File: config.mk
export PLATFORM = sky130hd
export DESIGN_NAME = fetch_top
export DESIGN_NICKNAME = d
export VERILOG_FILES = /design/src/logic/fetch_pkg.sv /design/src/logic/fetch_top.sv /design/src/logic/if1_if2.sv /design/src/logic/if2_id1.sv /design/src/logic/inst_buffer.sv /design/src/logic/pc_gen.sv /design/src/logic/predecode.sv
export SDC_FILE = /design/constraint.sdc
export NUM_CORES = 2
export LEC_CHECK = 0
export ABC_AREA = 1
export ABC_CLOCK_PERIOD_IN_PS = 10620
export BUFFER_PORTS_ARGS = -buffer_cell sky130_fd_sc_hd__buf_2
export CAP_MARGIN = 20
export CORE_AREA = 2 2 282 423
export CTS_CLUSTER_SIZE = 30
export DETAILED_ROUTE_END_ITERATION = 8
export DIE_AREA = 0 0 284 425
export HOLD_SLACK_MARGIN = 0.05
export PLACE_DENSITY = 0.7
export SYNTH_ARGS = -nofsm -noshare
export SYNTH_HDL_FRONTEND = slang
export SYNTH_SLANG_ARGS = --single-unit
File: constraint.sdc
create_clock -name clk -period 10.62 [get_ports clk]
set_input_delay 1.593 -clock clk [delete_from_list [all_inputs] [get_ports clk]]
set_output_delay 1.593 -clock clk [all_outputs]
set_load 0.01 [all_outputs]
File: src/logic/fetch_pkg.sv
package fetch_pkg;

    ////////////////////////////////////////
    // Front end constants
    ////////////////////////////////////////

    localparam logic [31:0] RESET_PC = 32'h1c00_0000;

    localparam int IBUF_DEPTH = 8;

    // Branch type sits above the 32-bit predicted PC
    localparam int BRINFO_W = 34;

    ////////////////////////////////////////
    // Major opcodes, inst[31:26]
    ////////////////////////////////////////

    localparam logic [5:0] OP_JIRL = 6'b010011;
    localparam logic [5:0] OP_B    = 6'b010100;
    localparam logic [5:0] OP_BL   = 6'b010101;
    localparam logic [5:0] OP_BEQ  = 6'b010110;
    localparam logic [5:0] OP_BNE  = 6'b010111;
    localparam logic [5:0] OP_BLT  = 6'b011000;
    localparam logic [5:0] OP_BGE  = 6'b011001;
    localparam logic [5:0] OP_BLTU = 6'b011010;
    localparam logic [5:0] OP_BGEU = 6'b011011;

    typedef enum logic [1:0] {
        BR_NONE     = 2'd0,
        BR_COND     = 2'd1,
        BR_DIRECT   = 2'd2,
        BR_INDIRECT = 2'd3
    } brtype_t;

    typedef enum logic [7:0] {
        ECODE_NONE = 8'h00,
        ECODE_ADEF = 8'h08
    } ecode_t;

endpackage

File: src/logic/fetch_top.sv
`timescale 1ns/1ps

module fetch_top (
    input  logic                           clk,
    input  logic                           rstn,
    output logic [31:0]                    o_imem_addr,
    input  logic [63:0]                    i_imem_data,
    input  logic                           i_flush_br,
    input  logic [31:0]                    i_flush_target,
    input  logic                           i_issue_ready,
    output logic [1:0]                     o_issue_valid,
    output logic [31:0]                    o_issue_pc1,
    output logic [31:0]                    o_issue_ir1,
    output logic [fetch_pkg::BRINFO_W-1:0] o_issue_brinfo1,
    output fetch_pkg::ecode_t              o_issue_ecode1,
    output logic [31:0]                    o_issue_pc2,
    output logic [31:0]                    o_issue_ir2,
    output logic [fetch_pkg::BRINFO_W-1:0] o_issue_brinfo2,
    output fetch_pkg::ecode_t              o_issue_ecode2
);

    import fetch_pkg::*;

    logic [31:0]         fetch_pc;
    logic [31:0]         mem_pc;
    logic                stall_full;
    logic                redirect;
    logic [31:0]         redirect_target;

    logic [31:0]         if2_pc;
    logic [31:0]         if2_pc2;
    logic [1:0]          if2_valid;
    ecode_t              if2_ecode1;
    ecode_t              if2_ecode2;

    logic [31:0]         pd_ir1;
    logic [31:0]         pd_ir2;
    logic [BRINFO_W-1:0] pd_brinfo1;
    logic [BRINFO_W-1:0] pd_brinfo2;
    logic [1:0]          pd_valid;

    logic [31:0]         id1_pc1;
    logic [31:0]         id1_pc2;
    logic [31:0]         id1_ir1;
    logic [31:0]         id1_ir2;
    logic [BRINFO_W-1:0] id1_brinfo1;
    logic [BRINFO_W-1:0] id1_brinfo2;
    ecode_t              id1_ecode1;
    ecode_t              id1_ecode2;
    logic [1:0]          id1_valid;

    // While stalled, refetch the IF2 line so its data is still there at release
    assign mem_pc      = stall_full ? if2_pc : fetch_pc;
    assign o_imem_addr = {mem_pc[31:3], 1'b0, mem_pc[1:0]};

    // Slot 2 is always an aligned fetch
    assign if2_pc2    = if2_pc + 32'd4;
    assign if2_ecode2 = ECODE_NONE;

    ////////////////////////////////////////
    // Fetch stages
    ////////////////////////////////////////

    pc_gen u_pc_gen (
        .clk               (clk),
        .rstn              (rstn),
        .i_flush           (i_flush_br),
        .i_flush_target    (i_flush_target),
        .i_redirect        (redirect),
        .i_redirect_target (redirect_target),
        .i_stall           (stall_full),
        .o_pc              (fetch_pc)
    );

    if1_if2 u_if1_if2 (
        .clk        (clk),
        .rstn       (rstn),
        .i_pc       (fetch_pc),
        .i_flush    (i_flush_br),
        .i_kill     (redirect),
        .i_stall    (stall_full),
        .o_pc       (if2_pc),
        .o_is_valid (if2_valid),
        .o_ecode1   (if2_ecode1)
    );

    predecode u_predecode (
        .i_pc              (if2_pc),
        .i_is_valid        (if2_valid),
        .i_imem_data       (i_imem_data),
        .o_ir1             (pd_ir1),
        .o_ir2             (pd_ir2),
        .o_brinfo1         (pd_brinfo1),
        .o_brinfo2         (pd_brinfo2),
        .o_is_valid        (pd_valid),
        .o_redirect        (redirect),
        .o_redirect_target (redirect_target)
    );

    if2_id1 u_if2_id1 (
        .clk          (clk),
        .rstn         (rstn),
        .i_pc1        (if2_pc),
        .i_ir1        (pd_ir1),
        .i_brinfo1    (pd_brinfo1),
        .i_ecode1     (if2_ecode1),
        .i_pc2        (if2_pc2),
        .i_ir2        (pd_ir2),
        .i_brinfo2    (pd_brinfo2),
        .i_ecode2     (if2_ecode2),
        .i_is_valid   (pd_valid),
        .i_flush_br   (i_flush_br),
        .i_stall_full (stall_full),
        .o_pc1        (id1_pc1),
        .o_ir1        (id1_ir1),
        .o_brinfo1    (id1_brinfo1),
        .o_ecode1     (id1_ecode1),
        .o_pc2        (id1_pc2),
        .o_ir2        (id1_ir2),
        .o_brinfo2    (id1_brinfo2),
        .o_ecode2     (id1_ecode2),
        .o_is_valid   (id1_valid)
    );

    ////////////////////////////////////////
    // Instruction buffer and issue
    ////////////////////////////////////////

    inst_buffer u_inst_buffer (
        .clk             (clk),
        .rstn            (rstn),
        .i_flush         (i_flush_br),
        .i_push_valid    (id1_valid),
        .i_pc1           (id1_pc1),
        .i_ir1           (id1_ir1),
        .i_brinfo1       (id1_brinfo1),
        .i_ecode1        (id1_ecode1),
        .i_pc2           (id1_pc2),
        .i_ir2           (id1_ir2),
        .i_brinfo2       (id1_brinfo2),
        .i_ecode2        (id1_ecode2),
        .i_issue_ready   (i_issue_ready),
        .o_issue_valid   (o_issue_valid),
        .o_issue_pc1     (o_issue_pc1),
        .o_issue_ir1     (o_issue_ir1),
        .o_issue_brinfo1 (o_issue_brinfo1),
        .o_issue_ecode1  (o_issue_ecode1),
        .o_issue_pc2     (o_issue_pc2),
        .o_issue_ir2     (o_issue_ir2),
        .o_issue_brinfo2 (o_issue_brinfo2),
        .o_issue_ecode2  (o_issue_ecode2),
        .o_stall_full    (stall_full)
    );

endmodule

File: src/logic/if1_if2.sv
`timescale 1ns/1ps

module if1_if2 (
    input  logic               clk,
    input  logic               rstn,
    input  logic [31:0]        i_pc,
    input  logic               i_flush,
    input  logic               i_kill,
    input  logic               i_stall,
    output logic [31:0]        o_pc,
    output logic [1:0]         o_is_valid,
    output fetch_pkg::ecode_t  o_ecode1
);

    import fetch_pkg::*;

    logic       misaligned;
    logic [1:0] slot_valid;
    logic [1:0] valid_q;

    assign misaligned = |i_pc[1:0];
    // Slot 2 only exists for an aligned even-word PC
    assign slot_valid = (misaligned || i_pc[2]) ? 2'b01 : 2'b11;

    always_ff @(posedge clk) begin
        if (!rstn) begin
            valid_q <= 2'b00;
        end
        else if (i_flush) begin
            valid_q <= 2'b00;
        end
        else if (i_stall) begin
            valid_q <= valid_q;
        end
        else if (i_kill) begin
            valid_q <= 2'b00;
        end
        else begin
            valid_q <= slot_valid;
        end
    end

    always_ff @(posedge clk) begin
        if (!i_stall) begin
            o_pc     <= i_pc;
            o_ecode1 <= misaligned ? ECODE_ADEF : ECODE_NONE;
        end
    end

    assign o_is_valid = valid_q;

endmodule

File: src/logic/if2_id1.sv
`timescale 1ns/1ps

module if2_id1 (
    input  logic                           clk,
    input  logic                           rstn,

    input  logic [31:0]                    i_pc1,
    input  logic [31:0]                    i_ir1,
    input  logic [fetch_pkg::BRINFO_W-1:0] i_brinfo1,
    input  fetch_pkg::ecode_t              i_ecode1,

    input  logic [31:0]                    i_pc2,
    input  logic [31:0]                    i_ir2,
    input  logic [fetch_pkg::BRINFO_W-1:0] i_brinfo2,
    input  fetch_pkg::ecode_t              i_ecode2,

    input  logic [1:0]                     i_is_valid,
    input  logic                           i_flush_br,
    input  logic                           i_stall_full,

    output logic [31:0]                    o_pc1,
    output logic [31:0]                    o_ir1,
    output logic [fetch_pkg::BRINFO_W-1:0] o_brinfo1,
    output fetch_pkg::ecode_t              o_ecode1,

    output logic [31:0]                    o_pc2,
    output logic [31:0]                    o_ir2,
    output logic [fetch_pkg::BRINFO_W-1:0] o_brinfo2,
    output fetch_pkg::ecode_t              o_ecode2,

    output logic [1:0]                     o_is_valid
);

    logic [1:0] valid_q;

    always_ff @(posedge clk) begin
        if (!rstn) begin
            valid_q <= 2'b00;
        end
        else if (i_flush_br) begin
            valid_q <= 2'b00;
        end
        else if (i_stall_full) begin
            valid_q <= valid_q;
        end
        else begin
            valid_q <= i_is_valid;
        end
    end

    // Held pair is hidden until the buffer has room
    assign o_is_valid = valid_q & {2{~i_stall_full}};

    ////////////////////////////////////////
    // Instruction payload
    ////////////////////////////////////////

    always_ff @(posedge clk) begin
        if (!i_stall_full) begin
            o_pc1     <= i_pc1;
            o_ir1     <= i_ir1;
            o_brinfo1 <= i_brinfo1;
            o_ecode1  <= i_ecode1;
            o_pc2     <= i_pc2;
            o_ir2     <= i_ir2;
            o_brinfo2 <= i_brinfo2;
            o_ecode2  <= i_ecode2;
        end
    end

endmodule

File: src/logic/inst_buffer.sv
`timescale 1ns/1ps

module inst_buffer (
    input  logic                           clk,
    input  logic                           rstn,
    input  logic                           i_flush,
    input  logic [1:0]                     i_push_valid,
    input  logic [31:0]                    i_pc1,
    input  logic [31:0]                    i_ir1,
    input  logic [fetch_pkg::BRINFO_W-1:0] i_brinfo1,
    input  fetch_pkg::ecode_t              i_ecode1,
    input  logic [31:0]                    i_pc2,
    input  logic [31:0]                    i_ir2,
    input  logic [fetch_pkg::BRINFO_W-1:0] i_brinfo2,
    input  fetch_pkg::ecode_t              i_ecode2,
    input  logic                           i_issue_ready,
    output logic [1:0]                     o_issue_valid,
    output logic [31:0]                    o_issue_pc1,
    output logic [31:0]                    o_issue_ir1,
    output logic [fetch_pkg::BRINFO_W-1:0] o_issue_brinfo1,
    output fetch_pkg::ecode_t              o_issue_ecode1,
    output logic [31:0]                    o_issue_pc2,
    output logic [31:0]                    o_issue_ir2,
    output logic [fetch_pkg::BRINFO_W-1:0] o_issue_brinfo2,
    output fetch_pkg::ecode_t              o_issue_ecode2,
    output logic                           o_stall_full
);

    import fetch_pkg::*;

    localparam int PTR_W = $clog2(IBUF_DEPTH);
    localparam int CNT_W = PTR_W + 1;

    logic [31:0]         pc_mem     [IBUF_DEPTH];
    logic [31:0]         ir_mem     [IBUF_DEPTH];
    logic [BRINFO_W-1:0] brinfo_mem [IBUF_DEPTH];
    ecode_t              ecode_mem  [IBUF_DEPTH];

    logic [PTR_W-1:0] rd_ptr;
    logic [PTR_W-1:0] rd_ptr2;
    logic [PTR_W-1:0] wr_ptr;
    logic [PTR_W-1:0] wr_ptr2;
    logic [CNT_W-1:0] count;
    logic [1:0]       push_n;
    logic [1:0]       pop_n;
    logic [1:0]       pop_valid;

    assign push_n    = {1'b0, i_push_valid[0]} + {1'b0, i_push_valid[1]};
    assign pop_valid = o_issue_valid & {2{i_issue_ready}};
    assign pop_n     = {1'b0, pop_valid[0]} + {1'b0, pop_valid[1]};
    // Slot 2 lands right behind slot 1 when both arrive
    assign wr_ptr2   = wr_ptr + PTR_W'(i_push_valid[0]);
    assign rd_ptr2   = rd_ptr + PTR_W'(1);

    always_ff @(posedge clk) begin
        if (!rstn || i_flush) begin
            rd_ptr <= '0;
            wr_ptr <= '0;
            count  <= '0;
        end
        else begin
            rd_ptr <= rd_ptr + PTR_W'(pop_n);
            wr_ptr <= wr_ptr + PTR_W'(push_n);
            count  <= count + CNT_W'(push_n) - CNT_W'(pop_n);
        end
    end

    ////////////////////////////////////////
    // Entry storage
    ////////////////////////////////////////

    always_ff @(posedge clk) begin
        if (i_push_valid[0]) begin
            pc_mem[wr_ptr]     <= i_pc1;
            ir_mem[wr_ptr]     <= i_ir1;
            brinfo_mem[wr_ptr] <= i_brinfo1;
            ecode_mem[wr_ptr]  <= i_ecode1;
        end
        if (i_push_valid[1]) begin
            pc_mem[wr_ptr2]     <= i_pc2;
            ir_mem[wr_ptr2]     <= i_ir2;
            brinfo_mem[wr_ptr2] <= i_brinfo2;
            ecode_mem[wr_ptr2]  <= i_ecode2;
        end
    end

    // Two oldest entries, slot 2 only with slot 1
    always_comb begin
        if (i_flush || count == '0)
            o_issue_valid = 2'b00;
        else if (count == CNT_W'(1))
            o_issue_valid = 2'b01;
        else
            o_issue_valid = 2'b11;
    end

    assign o_issue_pc1     = pc_mem[rd_ptr];
    assign o_issue_ir1     = ir_mem[rd_ptr];
    assign o_issue_brinfo1 = brinfo_mem[rd_ptr];
    assign o_issue_ecode1  = ecode_mem[rd_ptr];
    assign o_issue_pc2     = pc_mem[rd_ptr2];
    assign o_issue_ir2     = ir_mem[rd_ptr2];
    assign o_issue_brinfo2 = brinfo_mem[rd_ptr2];
    assign o_issue_ecode2  = ecode_mem[rd_ptr2];

    // Fewer than two free entries
    assign o_stall_full = count > CNT_W'(IBUF_DEPTH - 2);

endmodule

File: src/logic/pc_gen.sv
`timescale 1ns/1ps

module pc_gen (
    input  logic        clk,
    input  logic        rstn,
    input  logic        i_flush,
    input  logic [31:0] i_flush_target,
    input  logic        i_redirect,
    input  logic [31:0] i_redirect_target,
    input  logic        i_stall,
    output logic [31:0] o_pc
);

    import fetch_pkg::*;

    logic [31:0] pc_q;
    logic [31:0] pc_seq;

    // Odd word address only fetches one slot, so step by one word
    assign pc_seq = pc_q[2] ? pc_q + 32'd4 : pc_q + 32'd8;

    ////////////////////////////////////////
    // Fetch PC register
    ////////////////////////////////////////

    // Backend flush wins over the static prediction
    always_ff @(posedge clk) begin
        if (!rstn) begin
            pc_q <= RESET_PC;
        end
        else if (i_flush) begin
            pc_q <= i_flush_target;
        end
        else if (i_redirect) begin
            pc_q <= i_redirect_target;
        end
        else if (i_stall) begin
            pc_q <= pc_q;
        end
        else begin
            pc_q <= pc_seq;
        end
    end

    assign o_pc = pc_q;

endmodule

File: src/logic/predecode.sv
`timescale 1ns/1ps

module predecode (
    input  logic [31:0]                   i_pc,
    input  logic [1:0]                    i_is_valid,
    input  logic [63:0]                   i_imem_data,
    output logic [31:0]                   o_ir1,
    output logic [31:0]                   o_ir2,
    output logic [fetch_pkg::BRINFO_W-1:0] o_brinfo1,
    output logic [fetch_pkg::BRINFO_W-1:0] o_brinfo2,
    output logic [1:0]                    o_is_valid,
    output logic                          o_redirect,
    output logic [31:0]                   o_redirect_target
);

    import fetch_pkg::*;

    logic [31:0] pc2;
    brtype_t     bt1;
    brtype_t     bt2;
    logic        taken1;
    logic        taken2;
    logic [31:0] pred1;
    logic [31:0] pred2;

    function automatic brtype_t classify(input logic [31:0] ir);
        case (ir[31:26])
            OP_B, OP_BL: classify = BR_DIRECT;
            OP_JIRL:     classify = BR_INDIRECT;
            OP_BEQ, OP_BNE, OP_BLT, OP_BGE, OP_BLTU, OP_BGEU: classify = BR_COND;
            default:     classify = BR_NONE;
        endcase
    endfunction

    // Backward conditional branches are guessed taken
    function automatic logic is_taken(input logic [31:0] ir, input brtype_t bt);
        is_taken = (bt == BR_DIRECT) || (bt == BR_COND && ir[25]);
    endfunction

    function automatic logic [31:0] predict(input logic [31:0] pc, input logic [31:0] ir,
                                            input brtype_t bt);
        logic [31:0] offs26;
        logic [31:0] offs16;
        offs26 = {{4{ir[9]}}, ir[9:0], ir[25:10], 2'b00};
        offs16 = {{14{ir[25]}}, ir[25:10], 2'b00};
        if (bt == BR_DIRECT)
            predict = pc + offs26;
        else if (bt == BR_COND && ir[25])
            predict = pc + offs16;
        else
            predict = pc + 32'd4;
    endfunction

    // Low word of the line is the even address
    assign o_ir1 = i_pc[2] ? i_imem_data[63:32] : i_imem_data[31:0];
    assign o_ir2 = i_imem_data[63:32];
    assign pc2   = i_pc + 32'd4;

    assign bt1    = classify(o_ir1);
    assign bt2    = classify(o_ir2);
    assign pred1  = predict(i_pc, o_ir1, bt1);
    assign pred2  = predict(pc2, o_ir2, bt2);
    assign taken1 = i_is_valid[0] && is_taken(o_ir1, bt1);
    assign taken2 = i_is_valid[1] && is_taken(o_ir2, bt2);

    assign o_brinfo1 = {bt1, pred1};
    assign o_brinfo2 = {bt2, pred2};

    // Taken slot 1 drops slot 2
    assign o_is_valid        = {i_is_valid[1] & ~taken1, i_is_valid[0]};
    assign o_redirect        = taken1 | taken2;
    assign o_redirect_target = taken1 ? pred1 : pred2;

endmodule

==> metrics.txt <==
DR vias approximately 57,000; Clock Sink Count ~1,000; FILL cells approximately 11,000; Avg Synthesized Cell Area 7.96 sq um; vias in the first global route between 50,000 and 60,000; number of detailed-route iterations in the first pass 6; port bufs 330; post-CTS setup buffer count 0; Peak VDD IR 0.188 mV; Clock Path Buffers 3; post-route ant nets 0; Leakage Power around 27 nW; clock skew around 0.029 ns; initial antenna violation count 13; layout cells sized above 1 0.0822; critical path's slowest cell buf_4; min-delay worst type reg2reg; Syn Inst Count 7,742; EDFF count, synth between 900 and 1,000; Post-DP Area around 64,000 sq um; grt ovf 0; Die W around 280 microns; vias per inst about 6.1; Max-Cap Viols 0; worst relative slew slack 0.130; H-tree Lvls 3; FP Rows 154; kind of critical path reg2out; Worst path depth 10; Slew @ Worst Pin between 1 and 1.5 ns; max-slew violations 0; final WL approximately 230,000 microns; Max Fclk 151 MHz; hold_sp u_if1_if2.o_ecode1[3]; Cell Area, Synth 61,600 sq um; Fin Setup TNS 0 ns; Req. time, crit path about 9 ns; Seq. cell area 30,600 sq um; CP most frequent cell nor2_1; share of the synthesized area in the top cell type 0.468; post-synthesis sequential area ratio 0.496; Global Route Usage Sum 0.367; Root Driver clkbuf_16; power density over the cells between 200 and 250 nW/um^2; Die Area between 100,000 and 150,000 sq um; CP Capture Type output port; CP top delay family buffers and inverters; Fin. Hold Viols 0; post-CTS sizing 0; ranking of synthesized cells by area edfxtp_1 (47%), o21ai_0 (13%), nand2_1 (9.7%); number of synthesized register bits about 1,000; ys flop type edfxtp_1; RSZ-0062 raised after global routing no; detailed placement HPWL 149,000 microns; Starting Density 0.526; worst setup margin 4.00 ns; critical path's largest stage delay 0.86 ns; average wire per standard cell ~25 microns; Worst-path clk slew about 0.06 ns; largest net degree at the start of global routing between 200 and 300; hold depth 0; largest area contributor in the netlist edfxtp_1; Die H approximately 430 microns; area of the multi-input gates about 26,000 sq um; status complete, no violations; Layout area overhead 8.82%; NumNets Final 7,815; CP bufs+invs 4; Startpoint Class flip-flop; worst reg2reg path startpoint u_inst_buffer.count[3]; R2R cell count 16; pre-CTS setup slack around 5.0 ns; total power ~16 mW; drt drc 0; first-pass GRT wire length between 300,000 and 400,000 microns; CP Max Fanout 207; Min Clock Period, post-route 6.62 ns; Syn. warnings 0; fraction of registers with async set/reset 0; Setup violations, final 0; Final Wtd Congestion between 1 and 1.5; # hold bufs at CTS 0; Hold Path Sink u_if2_id1.o_ecode1[3]; worst-skew pair later-pin latency 0.74 ns; CP Cell Sequence buf_4 -> buf_12 -> buf_4 -> nor2_1 -> nor2_1 -> o21ai_0 -> nand2_1 -> nor2_1 -> a31oi_1 -> buf_2; R2R Setup Slk 4.87 ns; unique cell type count in the Yosys netlist 48; CTS tree built; Final Cycle Share 0.623; post-route cell area roughly 67,000 sq um; Initial DRC Count approximately 6,400; io pins around 350; Num CTS Buffers approximately 100; R2R Path End u_inst_buffer.brinfo_mem[7][27]; WP data arrival 5.03 ns; Core Box Area 117,000 sq um
[flip-flops by register name (all words and copies together) (netlist names), 34 cells and up]
name and flops:
u_inst_buffer.pc_mem 256, u_inst_buffer.brinfo_mem 256, u_if2_id1.o_brinfo2 34, u_inst_buffer.ir_mem 256
[kinds of logic (layout without fill, tap and decap cells)]
group	after synthesis	count (layout)	synth area share
compound gates	2633	2633	0.223
flops	1046	1046	0.496
other cells	1	19	0.0000608
xor+xnor	84	84	0.0119
fa+ha+maj	91	91	0.0192
buf+inv	1321	1280	0.0849
simple gates	2566	2566	0.165
[how the worst max path moves through the flow]
stage,start,end
after detailed placement,u_inst_buffer.rd_ptr[0],o_issue_ir1[2]
after global routing,u_inst_buffer.rd_ptr[0],o_issue_ir1[2]
after CTS,u_inst_buffer.rd_ptr[0],o_issue_ir1[2]
after floorplan,u_inst_buffer.count[3],o_imem_addr[30]
final,u_inst_buffer.rd_ptr[0],o_issue_ir1[2]
after global placement,u_inst_buffer.count[3],u_inst_buffer.ir_mem[5][17]
[synth_stat cells (4+ instances only)]
master / number
inv_2: 8
xor2_1: 67
clkbuf_2: 81
xnor2_1: 17
o21bai_1: 12
nand2_1: 1592
nand3_1: 133
nor4_1: 6
dfxtp_1: 85
clkbuf_1: 453
and2_1: 4
buf_6: 9
nor2_1: 717
nand2_2: 4
nor3_1: 33
a31oi_1: 201
ha_1: 85
or2_2: 11
o22ai_1: 5
o21ai_0: 1659
a21oi_1: 607
buf_1: 61
nand4_1: 35
edfxtp_1: 961
o211ai_1: 99
nor2_2: 4
clkinv_1: 4
inv_1: 668
fa_1: 6
buf_2: 12
o21ai_1: 38
buf_4: 24
nand3b_1: 15
[cell usage in the layout (no fill, tap or decap), drive strengths merged, types with 2 or more instances in the layout]
cell type | Yosys | routed
o21ai | 1699 | 1699
nand2 | 1601 | 1601
edfxtp | 961 | 961
nor2 | 723 | 723
inv | 677 | 685
a21oi | 607 | 607
buf | 106 | 402
a31oi | 201 | 201
nand3 | 136 | 136
clkbuf | 534 | 133
o211ai | 99 | 99
ha | 85 | 85
dfxtp | 85 | 85
xor2 | 67 | 67
clkinv | 4 | 45
nand4 | 35 | 35
nor3 | 33 | 33
xnor2 | 17 | 17
nand3b | 15 | 15
conb | 1 | 15
o21bai | 12 | 12
or2 | 11 | 11
bufinv | 0 | 10
nor4 | 6 | 6
fa | 6 | 6
o22ai | 5 | 5
clkinvlp | 0 | 5
diode | 0 | 4
and2 | 4 | 4
o21a | 3 | 3
a21o | 3 | 3
a21boi | 2 | 2
[power breakdown]
| part | internal [mW] | switching (mW) | leakage, nW |
|---|---|---|---|
| Combinational | 1.70 | 4.14 | 15.3 |
| Sequential | 5.52 | 0.759 | 9.81 |
| Clock | 2.20 | 1.70 | 1.75 |
[routing by layer]
layer / vias to the layer above / GRT usage / wire [microns]
li1: 26100 / - / -
met1: 26800 / 0.436 / 81800
met2: 3241 / 0.615 / 109000
met3: 745 / 0.0631 / 21300
met4: 14 / 0.238 / 15900
met5: - / 0 / 80
[metrics by stage]
step                      hold slack (ns)   util  cells
after floorplan                     0.400      -   7756
after global placement              0.415  0.542   9078
after detailed placement            0.419  0.542   9078
after CTS                           0.433  0.572   9275
after global routing                0.431  0.572   9276
final                               0.435  0.573   9279
[area by class of cell]
class	count	area share
timing repair buffer	402	0.0345
clock buffer	133	0.0437
tap	1560	0.0291
clock inverter	64	0.00938
sequential	1046	0.456
inverter	681	0.0383
multi-input combinational	5389	0.389
antenna	4	0.000149
(Power assumes the default switching activity.)
